===== src/rtl/rob_pkg.sv =====
`default_nettype none

package rob_pkg;

    localparam int issue_width = 2;   // issue and commit lanes
    localparam int cdb_width   = 2;   // completions broadcast per cycle
    localparam int num_fu      = 3;
    localparam int xlen        = 32;
    localparam int arn_width   = 5;
    localparam int prn_width   = 6;
    localparam int robn_width  = 4;   // up to 16 entries

    typedef logic [robn_width-1:0] robn_t;

    // one in-flight instruction
    typedef struct packed {
        logic                 executed;
        logic                 success;         // false on mispredict
        logic                 cond_branch;
        logic                 uncond_branch;
        logic                 predict_taken;
        logic                 resolve_taken;
        logic [xlen-1:0]      predict_target;
        logic [xlen-1:0]      resolve_target;
        logic [prn_width-1:0] dest_prn;
        logic [arn_width-1:0] dest_arn;
        logic [xlen-1:0]      pc;
        logic                 halt;
    } rob_entry_t;

    // issue packet, lanes written in order at the tail
    typedef struct packed {
        logic       [issue_width-1:0] valid;
        rob_entry_t [issue_width-1:0] entries;
    } rob_issue_t;

    // functional unit completion, also the cdb element
    typedef struct packed {
        logic            done;
        robn_t           robn;
        logic            branch_taken;
        logic [xlen-1:0] target_addr;
    } fu_result_t;

    // committed entries, lane 0 oldest
    typedef struct packed {
        logic       [issue_width-1:0] valid;
        rob_entry_t [issue_width-1:0] entries;
    } rob_commit_t;

    // circular pointer step for buffers of any depth
    function automatic int wrap_incr(int ptr, int depth);
        int nxt;
        nxt = ptr + 1;
        if (nxt >= depth) begin
            nxt = 0;
        end
        return nxt;
    endfunction

endpackage

`default_nettype wire

===== src/rtl/completion_queue.sv =====
`timescale 1ns/1ps
`default_nettype none

module completion_queue import rob_pkg::*; #(
    parameter int queue_depth = 16
) (
    input  wire logic                    clock,
    input  wire logic                    reset,
    input  wire fu_result_t [num_fu-1:0] fu_done,
    input  wire logic                    squash,
    output fu_result_t [cdb_width-1:0]   cdb
);

    localparam int ptr_width = $clog2(queue_depth);
    localparam int cnt_width = $clog2(queue_depth + 1);

    typedef logic [ptr_width-1:0] ptr_t;

    fu_result_t [queue_depth-1:0] slots;
    fu_result_t [queue_depth-1:0] next_slots;
    fu_result_t [cdb_width-1:0]   next_cdb;
    ptr_t                         rd_ptr;
    ptr_t                         next_rd_ptr;
    ptr_t                         wr_ptr;
    ptr_t                         next_wr_ptr;
    logic [cnt_width-1:0]         count;
    logic [cnt_width-1:0]         next_count;

    always_comb begin
        next_slots  = slots;
        next_rd_ptr = rd_ptr;
        next_wr_ptr = wr_ptr;
        next_count  = count;
        next_cdb    = '0;

        // push in unit order
        for (int u = 0; u < num_fu; u++) begin
            if (fu_done[u].done) begin
                next_slots[next_wr_ptr] = fu_done[u];
                next_wr_ptr = ptr_t'(wrap_incr(int'(next_wr_ptr), queue_depth));
                next_count  = next_count + 1'b1;
            end
        end

        // oldest results go out on the cdb and leave the queue
        for (int c = 0; c < cdb_width; c++) begin
            if (next_count != 0) begin
                next_cdb[c] = next_slots[next_rd_ptr];
                next_rd_ptr = ptr_t'(wrap_incr(int'(next_rd_ptr), queue_depth));
                next_count  = next_count - 1'b1;
            end
        end

        if (squash) begin
            next_rd_ptr = '0;   // drops stored and incoming results
            next_wr_ptr = '0;
            next_count  = '0;
            next_cdb    = '0;
        end
    end

    always_ff @(posedge clock) begin
        if (reset) begin
            rd_ptr <= '0;
            wr_ptr <= '0;
            count  <= '0;
            cdb    <= '0;
        end else begin
            rd_ptr <= next_rd_ptr;
            wr_ptr <= next_wr_ptr;
            count  <= next_count;
            cdb    <= next_cdb;
        end
    end

    always_ff @(posedge clock) begin
        slots <= next_slots;
    end

endmodule

`default_nettype wire


===== config.mk =====
export PLATFORM = sky130hd
export DESIGN_NAME = completion_queue
export DESIGN_NICKNAME = d
export VERILOG_FILES = /design/src/rtl/rob_pkg.sv /design/src/rtl/completion_queue.sv
export SDC_FILE = /design/constraint.sdc
export NUM_CORES = 2
export LEC_CHECK = 0
export BUFFER_PORTS_ARGS = -buffer_cell sky130_fd_sc_hd__buf_4
export CORE_MARGIN = 8
export CORE_UTILIZATION = 50
export DETAILED_ROUTE_END_ITERATION = 8
export PLACE_DENSITY_LB_ADDON = 0.08
export SLEW_MARGIN = 20
export SYNTH_ARGS = -nofsm -noshare
export SYNTH_HDL_FRONTEND = slang
export SYNTH_SLANG_ARGS = --single-unit

===== constraint.sdc =====
create_clock -name clock -period 6.4 [get_ports clock]
set_clock_uncertainty 0.05 [all_clocks]
set_input_delay 1.28 -clock clock [delete_from_list [all_inputs] [get_ports clock]]
set_output_delay 1.28 -clock clock [all_outputs]
set_load 0.01 [all_outputs]

==> impl_metrics.toml <==
[logic_synthesis]
synthTopCellsByArea = "dfxtp_1, mux2i_1, a21oi_1, mux2_2, o21ai_0"
synth_top_area_share_pct = 30.2
synth_seq_cells = 697
syn_area_per_cell_sq_um = 8.02
synth_edf_count = 0
synthFlopType = "dfxtp_1"
synth_top_area_cell = "dfxtp_1"
synth_warnings = 0
synth.cell_area_sq_um = 46100
post-synth-top-count-cell = "dfxtp_1"
yosysSeqAreaShare_pct = 30.2
syn-num-nets = 5892
postSynthCellCount = 5756
synthTopCellsByCount = "dfxtp_1, mux2i_1, a21oi_1, nand2_1, nor2_1"
async_flop_share_pct = 0
ys_types = 89

[clock_tree]
ctsResizeCount = 0
clk_path_buf_depth = 3
worstSkewPairLatency_ns = 0.67
clk_transition_reported_paths_ns = 0.06
postCtsSetupBuffers = 0
tritoncts = "built"
ctsHoldBuffers = 0
cts_buffers = 84
clockRootBuffer = "clkbuf_16"
cts_htree_levels = 3
clock-sinks = 697

[worst_setup_path]
worst-path-max-fanout = 11
critical-path-top-delay-family = "compound AO/OA/AOI/OAI gates"
arrival_ns = 6.13
start_kind = "input port"
crit_top_cell = "ha_1"
cp-end-kind = "flop"
slowest_stage = "a221oi_1"
crit_path_cell_trace = "buf_4, mux2_2, ha_1, nor2_1, nor2_1, ha_1, mux2i_1, ha_1, nor4b_1, a41oi_2, a31oi_4, a21oi_1, nand2b_2, a221oi_1, a32oi_1, o21ai_1"
r2r_start = "wr_ptr[0]$_SDFF_PP0_"
slowest_delay_ns = 0.73
worst-path-buf-inv = 1
cp.required_ns = 6.90
critical_path_class = "in -> reg"
cp-startpoint = "fu_done[37]"

[floorplan]
die-area_sq_um = 102000
die_w_um = 320
die_h_um = 320
io_pins = 193
core_sq_um = 91500
rows = 111
initial_core_util_pct = 50.4

[detailed_routing]
wl_per_cell_um = 31.2
wl_mm = 213
ant_nets = 0
first_pass_iters = 8
drc_errors = 0
via_per_inst = 6.86
drt-initial-drc-count = 7250
vias = 46700

[placed_design]
routabilityCongestion = 0.928
hpwl_mm = 125
numPortBuffers = 192
dp_slack_ns = 0.332
dp.cells = 6656

[timing]
min_period_over_period_pct = 88.0
fin_setup_tns_ns = 0
finalMaxSlewViolations = 0
rsz0062_at_grt = "false"
hold_viol = 0
fin_ws_ns = 0.771
finalCriticalPeriod_ns = 5.63
max_freq_ghz = 0.178
worst_slew_pin_slew_ns = 1.24
setup_viol = 0
relSlewSlack_pct = 17.0

[global_routing]
grt_pass1_vias = 42800
grt_pass1_wl_mm = 303
antenna_found_initial = 8
grt-ovfl-total = 0
grt_max_degree = 90
grt.total_usage_pct = 39.2

[layout]
final_util_pct = 56.6
area_growth_pct = 12.3
final_cells = 6815
nNetsFinal = 5693
final_layout_size_suffix_gt1_share_pct = 17.6

[pwr]
ir_drop_mv = 0.610
power.leakage_nw = 23.1
pwr_density_cell_nw_per_um2 = 401

[status]
status = "finished clean"

[run]
maxCapViolCount = 0

[hold_path]
worst_hold_startpoint = "slots[227]$_DFF_P_"
min_path_type = "reg -> reg"
==> per-layer routing <==
metal / part of all wire, % / track usage (%)
met1: 39 / 52.7
met2: 41 / 56.9
met3: 14 / 11.7
met4: 5.7 / 19.4
met5: 0.018 / 0
==> worst reg2reg max path: stages, from the launching register on <==
cell and delay, ns:
dfxtp_1 0.61, ha_1 0.50, and3_1 0.32, nor3_1 0.07
a21oi_1 0.25, inv_1 0.14, ha_1 0.30, a211oi_1 0.22
a21oi_1 0.13, inv_1 0.12, ha_1 0.17, nand2_1 0.25
nor2_4 0.78, buf_4 0.45, mux2_2 0.41, mux4_2 0.45
a32oi_1 0.15, o21ai_1 0.08
==> cells by family (layout without fill, tap and decap cells) <==
family | Yosys count | in the layout | synth area share, %
AO/OA/AOI/OAI | 1619 | 1619 | 21.1
AND/OR/NAND/NOR | 1576 | 1576 | 15.6
multiplexers | 1006 | 1006 | 25.1
buffers and inverters | 816 | 684 | 6.95
flip-flops | 697 | 697 | 30.2
XOR/XNOR | 23 | 23 | 0.521
adder cells (fa/ha/maj) | 19 | 19 | 0.515
other | 0 | 5 | 0
==> worst paths after layout <==
check / to / slack (ns) / cells after the start
hold / removal: slots[227]$_DFF_P_ / 0.41 / 2
setup reg to reg: cdb[28]$_SDFF_PP0_ / 0.81 / 17
hold reg to reg: slots[227]$_DFF_P_ / 0.41 / 2
setup / recovery: cdb[14]$_SDFF_PP0_ / 0.77 / 16
==> through the flow <==
step | area, sq um | power, mW | hold slack (ns)
final | 51800 | 20.8 | 0.405
after floorplan | 46100 | 12.2 | 0.356
after detailed placement | 49000 | 15.4 | 0.385
after global placement | 49000 | 15.3 | 0.376
after CTS | 51800 | 20.4 | 0.401
after global routing | 51800 | 21.5 | 0.420
==> state kept, by name (all words and copies together), names as in the netlist <==
name	cells
slots	608
cdb	76
count	5
rd_ptr	4
wr_ptr	4
==> area by class of cell <==
class	count	area, sq um
fillers	8310	39700
multi-input cells	4243	29500
flip-flops and latches	697	14000
repair buffers	401	3560
clock buffers	120	2450
well taps	1186	1480
inverters	130	500
clock inverters	33	333
diodes	5	12.5
==> cell usage in the layout (no fill, tap or decap), types with 11 or more instances in the layout <==
| cell type | count |
|---|---|
| clkbuf_16 | 88 |
| inv_1 | 126 |
| clkbuf_1 | 19 |
| buf_12 | 42 |
| a21oi_1 | 617 |
| o21ai_1 | 15 |
| mux2i_1 | 635 |
| a211oi_1 | 151 |
| nor2_4 | 11 |
| clkinv_2 | 22 |
| a221oi_1 | 13 |
| nor3b_1 | 25 |
| a31oi_1 | 26 |
| buf_4 | 358 |
| o211ai_1 | 53 |
| nand2b_1 | 148 |
| o31a_1 | 37 |
| nand3_1 | 20 |
| nand4_1 | 118 |
| o221ai_1 | 24 |
| a22oi_1 | 44 |
| a32oi_1 | 11 |
| dfxtp_1 | 694 |
| clkbuf_8 | 13 |
| a21o_1 | 88 |
| o2111ai_1 | 37 |
| o21ai_0 | 416 |
| nor3_1 | 102 |
| o31ai_1 | 27 |
| mux2_2 | 276 |
| ha_1 | 19 |
| or3_1 | 38 |
| xnor2_1 | 13 |
| nor2_1 | 485 |
| mux4_2 | 90 |
| nand2_1 | 553 |
==> report_power, final <==
group	internal [mW]	switching [mW]	total (mW)	leakage, nW
registers	5.55	0.465	6.01	5.76
clock network	2.87	2.10	4.97	1.38
logic	3.64	6.14	9.78	16.0
(Power assumes the default switching activity.)
