===== src/rtl/rob_pkg.sv =====
`default_nettype none

package rob_pkg;

    localparam int issue_width = 2;   // issue and commit lanes
    localparam int cdb_width   = 2;   // completions broadcast per cycle
    localparam int num_fu      = 3;
    localparam int xlen        = 32;
    localparam int arn_width   = 5;
    localparam int prn_width   = 6;
    localparam int robn_width  = 4;   // up to 16 entries

    typedef logic [robn_width-1:0] robn_t;

    // one in-flight instruction
    typedef struct packed {
        logic                 executed;
        logic                 success;         // false on mispredict
        logic                 cond_branch;
        logic                 uncond_branch;
        logic                 predict_taken;
        logic                 resolve_taken;
        logic [xlen-1:0]      predict_target;
        logic [xlen-1:0]      resolve_target;
        logic [prn_width-1:0] dest_prn;
        logic [arn_width-1:0] dest_arn;
        logic [xlen-1:0]      pc;
        logic                 halt;
    } rob_entry_t;

    // issue packet, lanes written in order at the tail
    typedef struct packed {
        logic       [issue_width-1:0] valid;
        rob_entry_t [issue_width-1:0] entries;
    } rob_issue_t;

    // functional unit completion, also the cdb element
    typedef struct packed {
        logic            done;
        robn_t           robn;
        logic            branch_taken;
        logic [xlen-1:0] target_addr;
    } fu_result_t;

    // committed entries, lane 0 oldest
    typedef struct packed {
        logic       [issue_width-1:0] valid;
        rob_entry_t [issue_width-1:0] entries;
    } rob_commit_t;

    // circular pointer step for buffers of any depth
    function automatic int wrap_incr(int ptr, int depth);
        int nxt;
        nxt = ptr + 1;
        if (nxt >= depth) begin
            nxt = 0;
        end
        return nxt;
    endfunction

endpackage

`default_nettype wire

===== src/rtl/retire_map.sv =====
`timescale 1ns/1ps
`default_nettype none

module retire_map import rob_pkg::*; (
    input  wire logic                               clock,
    input  wire logic                               reset,
    input  wire rob_commit_t                        commit,
    output logic [issue_width-1:0]                  freed_valid,
    output logic [issue_width-1:0][prn_width-1:0]   freed_prn,
    output logic                                    halted
);

    localparam int num_arch = 2 ** arn_width;

    logic [num_arch-1:0][prn_width-1:0]    arch_map;
    logic [num_arch-1:0][prn_width-1:0]    next_map;
    logic [issue_width-1:0][prn_width-1:0] next_freed_prn;
    logic                                  next_halted;

    always_comb begin
        next_map       = arch_map;
        next_freed_prn = '0;
        next_halted    = halted;

        // lane order, so lane 1 frees what lane 0 just wrote
        for (int i = 0; i < issue_width; i++) begin
            if (commit.valid[i]) begin
                next_freed_prn[i] = next_map[commit.entries[i].dest_arn];
                next_map[commit.entries[i].dest_arn] = commit.entries[i].dest_prn;
                if (commit.entries[i].halt) begin
                    next_halted = 1'b1;   // sticky until reset
                end
            end
        end
    end

    always_ff @(posedge clock) begin
        if (reset) begin
            for (int r = 0; r < num_arch; r++) begin
                arch_map[r] <= prn_width'(r);   // identity map
            end
            freed_valid <= '0;
            halted      <= 1'b0;
        end else begin
            arch_map    <= next_map;
            freed_valid <= commit.valid;
            halted      <= next_halted;
        end
    end

    always_ff @(posedge clock) begin
        freed_prn <= next_freed_prn;
    end

endmodule

`default_nettype wire


===== config.mk =====
export PLATFORM = sky130hd
export DESIGN_NAME = retire_map
export DESIGN_NICKNAME = d
export VERILOG_FILES = /design/src/rtl/rob_pkg.sv /design/src/rtl/retire_map.sv
export SDC_FILE = /design/constraint.sdc
export NUM_CORES = 1
export LEC_CHECK = 0
export BUFFER_PORTS_ARGS = -buffer_cell sky130_fd_sc_hd__buf_4
export CAP_MARGIN = 25
export CORE_AREA = 4 4 188 190
export CTS_CLUSTER_SIZE = 20
export DETAILED_ROUTE_END_ITERATION = 8
export DIE_AREA = 0 0 192 194
export SETUP_SLACK_MARGIN = 0.5
export SYNTH_ARGS = -nofsm -noshare
export SYNTH_HDL_FRONTEND = slang
export SYNTH_SLANG_ARGS = --single-unit

===== constraint.sdc =====
create_clock -name clock -period 3.4 [get_ports clock]
set_input_delay 0.51 -clock clock [delete_from_list [all_inputs] [get_ports clock]]
set_output_delay 0.51 -clock clock [all_outputs]
set_load 0.05 [all_outputs]

==> metrics.yaml, run 1 <==
critical_path:
  r2r_end: "freed_prn[7]"
  crit_type: "primary input to flop"
  crit_start: "commit[33]"
  cp_data_required_time_ns: 3.82
  crit_arrival_ns: 3.31
  r2r_start: "arch_map[1]"
  r2r_cells: 4
  r2r_slack_ns: 1.37
  cp-start-kind: "primary input"
  critPathCaptureType: "flop"
  worstPathMaxFanout: 13
  crit_end: "freed_prn[11]"
final_layout:
  nNetsFinal: 1889
  multi_input_area_um2: 8500
  insertedDiodeCount: 0
  syn2layout_area_growth_pct: 13.0
  nFillCells: 3259
  ff_latch_area_um2: 4140
  drive_gt1_frac: 0.150
synth:
  synth_nets: 1895
  seq_area_frac_synth: 0.311
  ys_ff_latch: 207
  synth.most_common_cell: "nand2_1"
  synth.top_cell.area_share: 0.311
  synth_area_leaders: "dfxtp_1 31%, mux4_2 9.8%, mux2i_1 9.5%, nand2_1 6.9%, nor2_1 6.2%"
  yosysUniqueCellTypes: 70
  synth.avg_cell_area_um2: 8.02
  synth_common_cells: "245 x nand2_1, 221 x nor2_1, 207 x dfxtp_1, 142 x o21ai_0, 127 x mux2i_1"
  syn_area_um2: 13300
  synthCells: 1663
  synth_edf_count: 0
  synth_ff_type: "dfxtp_1"
  yosys.area.top_type: "dfxtp_1"
  yosysWarnings: 0
  synthArstFlopShare: 0
floorplan:
  rows: 67
  start_util: 0.399
  pin_count: 247
  fp.dieW_um: 192
  core_um2: 33400
  fp.dieArea_um2: 37200
  die_h_um: 194
global_route:
  antenna_found_initial: 0
  grt.total_usage: 0.285
  grt_max_degree: 103
  gr-total-overflow: 0
  grt_first_pass_wirelength_um: 82100
  grt_pass1_vias: 12500
sta:
  slew_violations: 0
  rsz0062_at_grt: "no"
  tightest_slew_ns: 0.896
  min_period_ns: 2.89
  setup_tns_ns: 0
  fin_worst_skew_ns: 0.0227
  finalHoldViolations: 0
  finalSetupViolCount: 0
  max-slew-margin-rel: 0.403
  setup_ws_ns: 0.509
  fin_crit_sh: 0.850
  max_freq_ghz: 0.346
clock_tree:
  clock-sinks: 207
  clock_path_buffers: 3
  root_buffer: "clkbuf_16"
  cts_made_buffers: 25
  cts_tree: "done"
  post_cts_buffers: 0
  h-tree-depth: 1
  clk_pin_slew_worst_paths_ns: 0.06
  insertion_delay_ns: 0.55
routing:
  routed_via_density: 6.40
  initialDrtViolationCount: 1938
  wire_per_inst_um: 26.0
  dr.pass1.iters: 7
  via_count: 13600
  wirelength_um: 55200
  drcViolationCount: 0
  antenna_left: 0
placed_design:
  portBuffers: 42
  dpl.hpwl_um: 39000
  pre_cts_slack_ns: 0.0604
  gp_congestion: 1.01
power_and_ir_drop:
  p_per_area_nw_per_um2: 408
  leakage_nw: 5.46
  ir_drop_uv: 331
status:
  status: "complete, no violations"
hold_path:
  holdCritPathClass: "primary input to flop"
flow_run:
  max_cap_violations: 0
-- per-layer routing --
layer,track usage,routed length (um),vias up
li1,-,-,6047
met2,0.424,23500,850
met3,0.0492,5850,140
met1,0.415,23400,6526
met5,0,0,-
met4,0.102,2410,0
-- logic make-up (layout without fill, tap and decap cells) --
logic type	after synthesis	in the layout	synth area share
AND/OR/NAND/NOR	719	719	0.248
AO/OA/AOI/OAI	379	379	0.193
flip-flops	207	207	0.311
multiplexers	186	186	0.194
buffers and inverters	171	179	0.0539
XOR/XNOR	1	1	0.000657
-- state kept, by name, indices dropped and copies added, names as in the netlist --
name         cells
halted           1
freed_valid      2
arch_map       192
freed_prn       12
-- cell type report --
| class | count | share of cell area |
|---|---|---|
| Timing Repair Buffer | 133 | 0.0690 |
| Sequential cell | 207 | 0.275 |
| Tap cell | 448 | 0.0372 |
| Multi-Input combinational cell | 1285 | 0.564 |
| Inverter | 5 | 0.00125 |
| Clock inverter | 8 | 0.00656 |
| Clock buffer | 33 | 0.0468 |
-- what timing repair did --
| item | in CTS | in global routing |
|---|---|---|
| resized for setup | 0 | 2 |
| hold endpoints to repair | 0 | 0 |
| hold buffers | 0 | 0 |
| endpoints found under the setup margin | 0 | 3 |
-- worst max-delay path, cell delays in order --
cell	delay [ns]
buf_4	0.18
xnor2_1	0.37
buf_4	0.24
nand4b_1	0.43
buf_4	0.34
nor3_1	0.19
nor3_1	0.11
nor4_1	0.43
nand3_1	0.19
o31a_1	0.29
-- stage by stage --
| step | power, mW | std cells | util | hold WS [ns] | instance area, um2 |
|---|---|---|---|---|---|
| 3_3_place_gp | 3.44 | 2078 | 0.426 | 0.461 | 14200 |
| 5_1_grt | 6.28 | 2119 | 0.450 | 0.247 | 15100 |
| 6_report | 6.15 | 2119 | 0.450 | 0.214 | 15100 |
| 4_1_cts | 6.13 | 2119 | 0.450 | 0.211 | 15100 |
| 2_1_floorplan | 3.12 | 1663 | - | 0.465 | 13300 |
| 3_5_place_dp | 3.44 | 2078 | 0.426 | 0.477 | 14200 |
-- cells in the final DEF (no fill, tap or decap), types with 4 or more instances in the layout --
cell | Yosys | routed
a211oi_1 | 63 | 63
o221ai_1 | 6 | 6
nor4_1 | 4 | 4
a31oi_1 | 7 | 7
buf_4 | 8 | 129
nor2_1 | 221 | 221
nand4b_1 | 6 | 6
clkbuf_8 | 0 | 5
o21ai_0 | 142 | 142
nor3_1 | 50 | 50
o22ai_1 | 27 | 27
nor3b_1 | 4 | 4
clkbuf_16 | 0 | 25
nand4_1 | 4 | 4
nor2b_1 | 8 | 8
nand3_1 | 47 | 47
and3_1 | 6 | 6
and2_1 | 4 | 4
dfxtp_1 | 207 | 207
a22oi_1 | 4 | 4
nand2b_1 | 84 | 84
a32oi_1 | 5 | 5
a311oi_1 | 54 | 54
a21oi_1 | 13 | 13
mux4_2 | 58 | 58
o31a_1 | 4 | 4
mux2i_1 | 127 | 127
or3_1 | 6 | 6
o32ai_1 | 22 | 22
nand2_1 | 245 | 245
a221oi_1 | 7 | 7
nor2_2 | 6 | 6
-- power breakdown --
part / total (mW) / internal, mW / switching [mW]
Sequential: 2.52 / 2.48 / 0.0337
Clock: 2.73 / 1.60 / 1.13
Combinational: 0.907 / 0.301 / 0.606
-- worst min path at each step --
stage           startpoint     endpoint  slack, ns  cells after the start
6_report       commit[114]       halted       0.21                      3
5_1_grt        commit[114]       halted       0.25                      3
4_1_cts        commit[114]       halted       0.21                      3
3_5_place_dp        halted       halted       0.48                      2
3_3_place_gp        halted       halted       0.46                      2
2_1_floorplan  arch_map[7]  arch_map[7]       0.46                      2
Note: power is estimated with default switching activity, not from simulation.
==> run 2: changes to the inputs <==
- RECOVER_POWER: unset -> 50
==> metrics.yaml, run 2 (synthesis results as in run 1) <==
sta:
  max_freq_ghz: 0.318
  setup_tns_ns: 0
  min_period_ns: 3.14
  tightest_slew_ns: 2.31
  max-slew-margin-rel: -0.539
  slew_violations: 103
  fin_crit_sh: 0.925
  rsz0062_at_grt: "no"
  finalHoldViolations: 0
  finalSetupViolCount: 0
  fin_worst_skew_ns: 0.0282
placed_design:
  gp_congestion: 1.01
  dpl.hpwl_um: 39000
  portBuffers: 42
power_and_ir_drop:
  clock_power_share: 0.445
  p_int_mw: 4.36
  leakage_nw: 5.37
  seqPwrFrac: 0.410
  comb_power_share: 0.145
  switching_share: 0.289
  p_per_area_nw_per_um2: 410
  p_switching_mw: 1.77
  ir_drop_uv: 334
clock_tree:
  h-tree-depth: 1
  root_buffer: "clkbuf_16"
  clock-sinks: 207
  cts_tree: "done"
  cts_resized: 0
  insertion_delay_ns: 0.55
  clk_pin_slew_worst_paths_ns: 0.06
  post_cts_buffers: 0
  cts_made_buffers: 25
  cts_hold_buffers: 0
  clock_path_buffers: 3
final_layout:
  final_common_cell: "nand2_1"
  largest-register: "arch_map"
  insertedDiodeCount: 0
  final_cell_mix: "245 x nand2_1, 221 x nor2_1, 207 x dfxtp_1, 142 x o21ai_0, 127 x mux2i_1"
  largest_register_ff_count: 192
  nNetsFinal: 1889
  top_regs: "arch_map (192), freed_prn (12), freed_valid (2)"
  drive_gt1_frac: 0.138
  syn2layout_area_growth_pct: 12.2
  utilization: 0.447
routing:
  wire_per_inst_um: 26.0
  dr.pass1.iters: 6
  drcViolationCount: 0
  initialDrtViolationCount: 1864
  wirelength_um: 55200
  routed_via_density: 6.43
  antenna_left: 0
  via_count: 13600
floorplan:
  start_util: 0.399
  fp.dieArea_um2: 37200
  fp.dieW_um: 192
  rows: 67
  pin_count: 247
  core_um2: 33400
  die_h_um: 194
hold_path:
  holdCritPathClass: "primary input to flop"
global_route:
  gr-total-overflow: 0
  grt_max_degree: 103
  grt_pass1_vias: 12500
  grt_first_pass_wirelength_um: 82100
  grt.total_usage: 0.285
  antenna_found_initial: 0
flow_run:
  max_cap_violations: 1
status:
  violations: "capacitance limit, slew limit"
  status: "finished with violations"
critical_path:
  cp_data_required_time_ns: 3.70
  crit_type: "primary input to flop"
  cp-start-kind: "primary input"
  critPathCaptureType: "flop"
  r2r_slack_ns: 1.40
  crit_arrival_ns: 3.44
  worstPathMaxFanout: 49
==> run 2: changes by cell type in the layout (fill, tap and decap cells not counted) <==
cell	delta
buf_12	-1
clkbuf_1	+21
buf_4	-23
clkbuf_2	+4
buf_6	-1
==> run 2: through the flow <==
| stage | instance area, um2 | hold slack [ns] | setup slack (ns) | power [mW] | cells |
|---|---|---|---|---|---|
| after global placement | 14200 | 0.461 | 0.0813 | 3.44 | 2078 |
| after global routing | 15000 | 0.247 | 0.317 | 6.27 | 2119 |
| after CTS | 15100 | 0.211 | 0.589 | 6.13 | 2119 |
| after detailed placement | 14200 | 0.477 | 0.0604 | 3.44 | 2078 |
| after floorplan | 13300 | 0.465 | 0.802 | 3.12 | 1663 |
| final | 15000 | 0.211 | 0.256 | 6.14 | 2119 |
==> run 2: final cells by class <==
type / count / area, um2
fillers: 3291 / 18500
well taps: 448 / 561
clock inverters: 8 / 98.8
repair buffers: 133 / 935
inverters: 5 / 18.8
multi-input cells: 1285 / 8500
flip-flops and latches: 207 / 4140
clock buffers: 33 / 706
==> run 2: worst max-delay path, cell delays in order <==
cell	delay [ns]
buf_4	0.14
clkbuf_2	0.68
nor3_1	0.79
clkbuf_1	0.48
nand2_1	0.52
nor2_1	0.22
a211oi_1	0.07
==> run 2: worst paths after layout <==
path                                   from            end  depth (start not counted)
worst max-delay path            commit[147]  arch_map[146]                          7
worst min-delay path            commit[114]         halted                          3
worst max register to register  arch_map[1]   freed_prn[7]                          4
worst min register to register       halted         halted                          2
==> run 2: power groups by stage <==
stage	clock network (mW)	registers (mW)	logic (mW)
global route	2.82	2.52	0.926
CTS	2.74	2.51	0.877
detailed placement	0	2.57	0.874
floorplan	0	2.61	0.515
global placement	0	2.57	0.871
finish	2.73	2.52	0.890
==> run 2: metal layers <==
layer / share of wire / vias up / global-route usage
li1: - / 6053 / -
met1: 0.42 / 6577 / 0.415
met2: 0.43 / 852 / 0.424
met3: 0.11 / 146 / 0.0492
met4: 0.044 / 0 / 0.102
met5: 0 / - / 0
==> run 3: changes to the inputs <==
- CORE_AREA: 4 4 188 190 -> 2 2 186 188
- DIE_AREA: 0 0 192 194 -> 0 0 188 190
- clock period: 3.4 -> 3.3 ns (I/O delays scaled with it)
==> metrics.yaml, run 3 (synthesis results as in run 1) <==
critical_path:
  critPathMaxStageDelay_ns: 1.53
  r2r_start: "arch_map[188]"
  slowest_stage: "clkbuf_1"
  cp-start-kind: "primary input"
  critPathCaptureType: "flop"
  r2r_slack_ns: 1.30
  path_cells: "buf_2 -> clkbuf_1 -> a211oi_1"
  crit_type: "primary input to flop"
  crit_family: "buffers and inverters"
  cp_data_required_time_ns: 3.64
  crit_arrival_ns: 3.27
  worstPathMaxFanout: 80
  r2r_end: "freed_prn[2]"
  r2r_cells: 4
  path_buf_inv: 2
sta:
  fin_worst_skew_ns: 0.00972
  fin_crit_sh: 0.890
  max-slew-margin-rel: -0.352
  max_freq_ghz: 0.340
  min_period_ns: 2.94
  setup_tns_ns: 0
  slew_violations: 66
  tightest_slew_ns: 2.03
  finalHoldViolations: 0
  rsz0062_at_grt: "no"
  setup_ws_ns: 0.362
  finalSetupViolCount: 0
power_and_ir_drop:
  leakage_nw: 5.39
  p_per_area_nw_per_um2: 419
  ir_drop_uv: 388
clock_tree:
  cts_made_buffers: 25
  clock-sinks: 207
  cts_hold_buffers: 0
  post_cts_buffers: 0
  root_buffer: "clkbuf_16"
  cts_tree: "done"
  clk_pin_slew_worst_paths_ns: 0.06
  clock_path_buffers: 3
  insertion_delay_ns: 0.56
  h-tree-depth: 1
  cts_resized: 0
floorplan:
  fp.dieArea_um2: 35700
  core_um2: 33900
  fp.dieW_um: 188
  pin_count: 247
  die_h_um: 190
  rows: 68
  start_util: 0.393
global_route:
  grt_max_degree: 81
  grt.total_usage: 0.300
  gr-total-overflow: 0
  grt_pass1_vias: 12800
  grt_first_pass_wirelength_um: 81700
  antenna_found_initial: 0
placed_design:
  pre_cts_slack_ns: 0.109
  dpl.hpwl_um: 38400
  gp_congestion: 0.996
  portBuffers: 42
final_layout:
  drive_gt1_frac: 0.137
  insertedDiodeCount: 0
  final_cell_mix: "245 x nand2_1, 221 x nor2_1, 207 x dfxtp_1, 142 x o21ai_0, 127 x mux2i_1"
  final_common_cell: "nand2_1"
  syn2layout_area_growth_pct: 12.6
  nNetsFinal: 1887
  top_regs: "arch_map (192), freed_prn (12), freed_valid (2)"
  largest_register_ff_count: 192
  largest-register: "arch_map"
routing:
  drcViolationCount: 0
  via_count: 13700
  antenna_left: 0
  initialDrtViolationCount: 1789
  wire_per_inst_um: 25.5
  dr.pass1.iters: 6
  wirelength_um: 54300
  routed_via_density: 6.43
hold_path:
  whs_path_depth: 3
  holdCritPathClass: "primary input to flop"
  hold_path_end: "halted"
  hold_start: "commit[114]"
status:
  violations: "capacitance limit, slew limit"
  status: "finished with violations"
flow_run:
  max_cap_violations: 2
-- run 3: cell count changes in the layout (fill, tap and decap cells not counted), moves of 2 or more --
cell | before | now
buf_12 | 2 | 6
buf_4 | 106 | 103
clkbuf_1 | 24 | 26
clkbuf_2 | 4 | 2
clkbuf_8 | 5 | 3
clkinv_2 | 3 | 6
-- run 3: worst max-delay path by stage --
| stage | to | cells past startpoint | startpoint | slack, ns |
|---|---|---|---|---|
| final | arch_map[23] | 3 | reset | 0.36 |
| after CTS | freed_prn[10] | 10 | commit[35] | 0.65 |
| after floorplan | freed_prn[9] | 9 | commit[34] | 0.72 |
| after detailed placement | freed_prn[7] | 8 | commit[35] | 0.11 |
| after global placement | freed_prn[7] | 8 | commit[35] | 0.08 |
| after global routing | arch_map[23] | 3 | reset | 0.31 |
-- run 3: power breakdown --
group | internal, mW | total [mW] | leakage [nW] | switching (mW)
Clock | 1.63 | 2.80 | 0.400 | 1.17
Combinational | 0.298 | 0.907 | 3.31 | 0.610
Sequential | 2.56 | 2.59 | 1.68 | 0.0346
Total | 4.48 | 6.30 | 5.39 | 1.82
-- run 3: area by class of cell --
type | instances | area (um2)
clock buffers | 35 | 693
clock inverters | 10 | 118
fillers | 3424 | 18900
inverters | 5 | 18.8
multi-input cells | 1285 | 8490
flip-flops and latches | 207 | 4140
well taps | 455 | 569
repair buffers | 131 | 980
-- run 3: worst register-to-register path: stages, from the launching register on --
cell and delay (ns):
dfxtp_1 0.31, mux4_2 0.53, mux4_2 0.54, mux2i_1 0.44, nor2_1 0.07
-- run 3: per-layer routing --
layer / track usage / vias up / routed length, um
li1: - / 6069 / -
met4: 0.143 / 0 / 2900
met5: 0 / - / 0
met1: 0.417 / 6604 / 22700
met2: 0.455 / 846 / 23300
met3: 0.0456 / 174 / 5350
-- run 3: stage by stage --
step	hold WS (ns)	total power [mW]	cell area, um2	util	std cells
floorplan	0.465	3.22	13300	-	1663
global route	0.235	6.46	15000	0.442	2128
finish	0.189	6.30	15000	0.442	2128
detailed placement	0.480	3.54	14300	0.421	2083
CTS	0.191	6.32	15100	0.445	2128
global placement	0.459	3.54	14300	0.421	2083
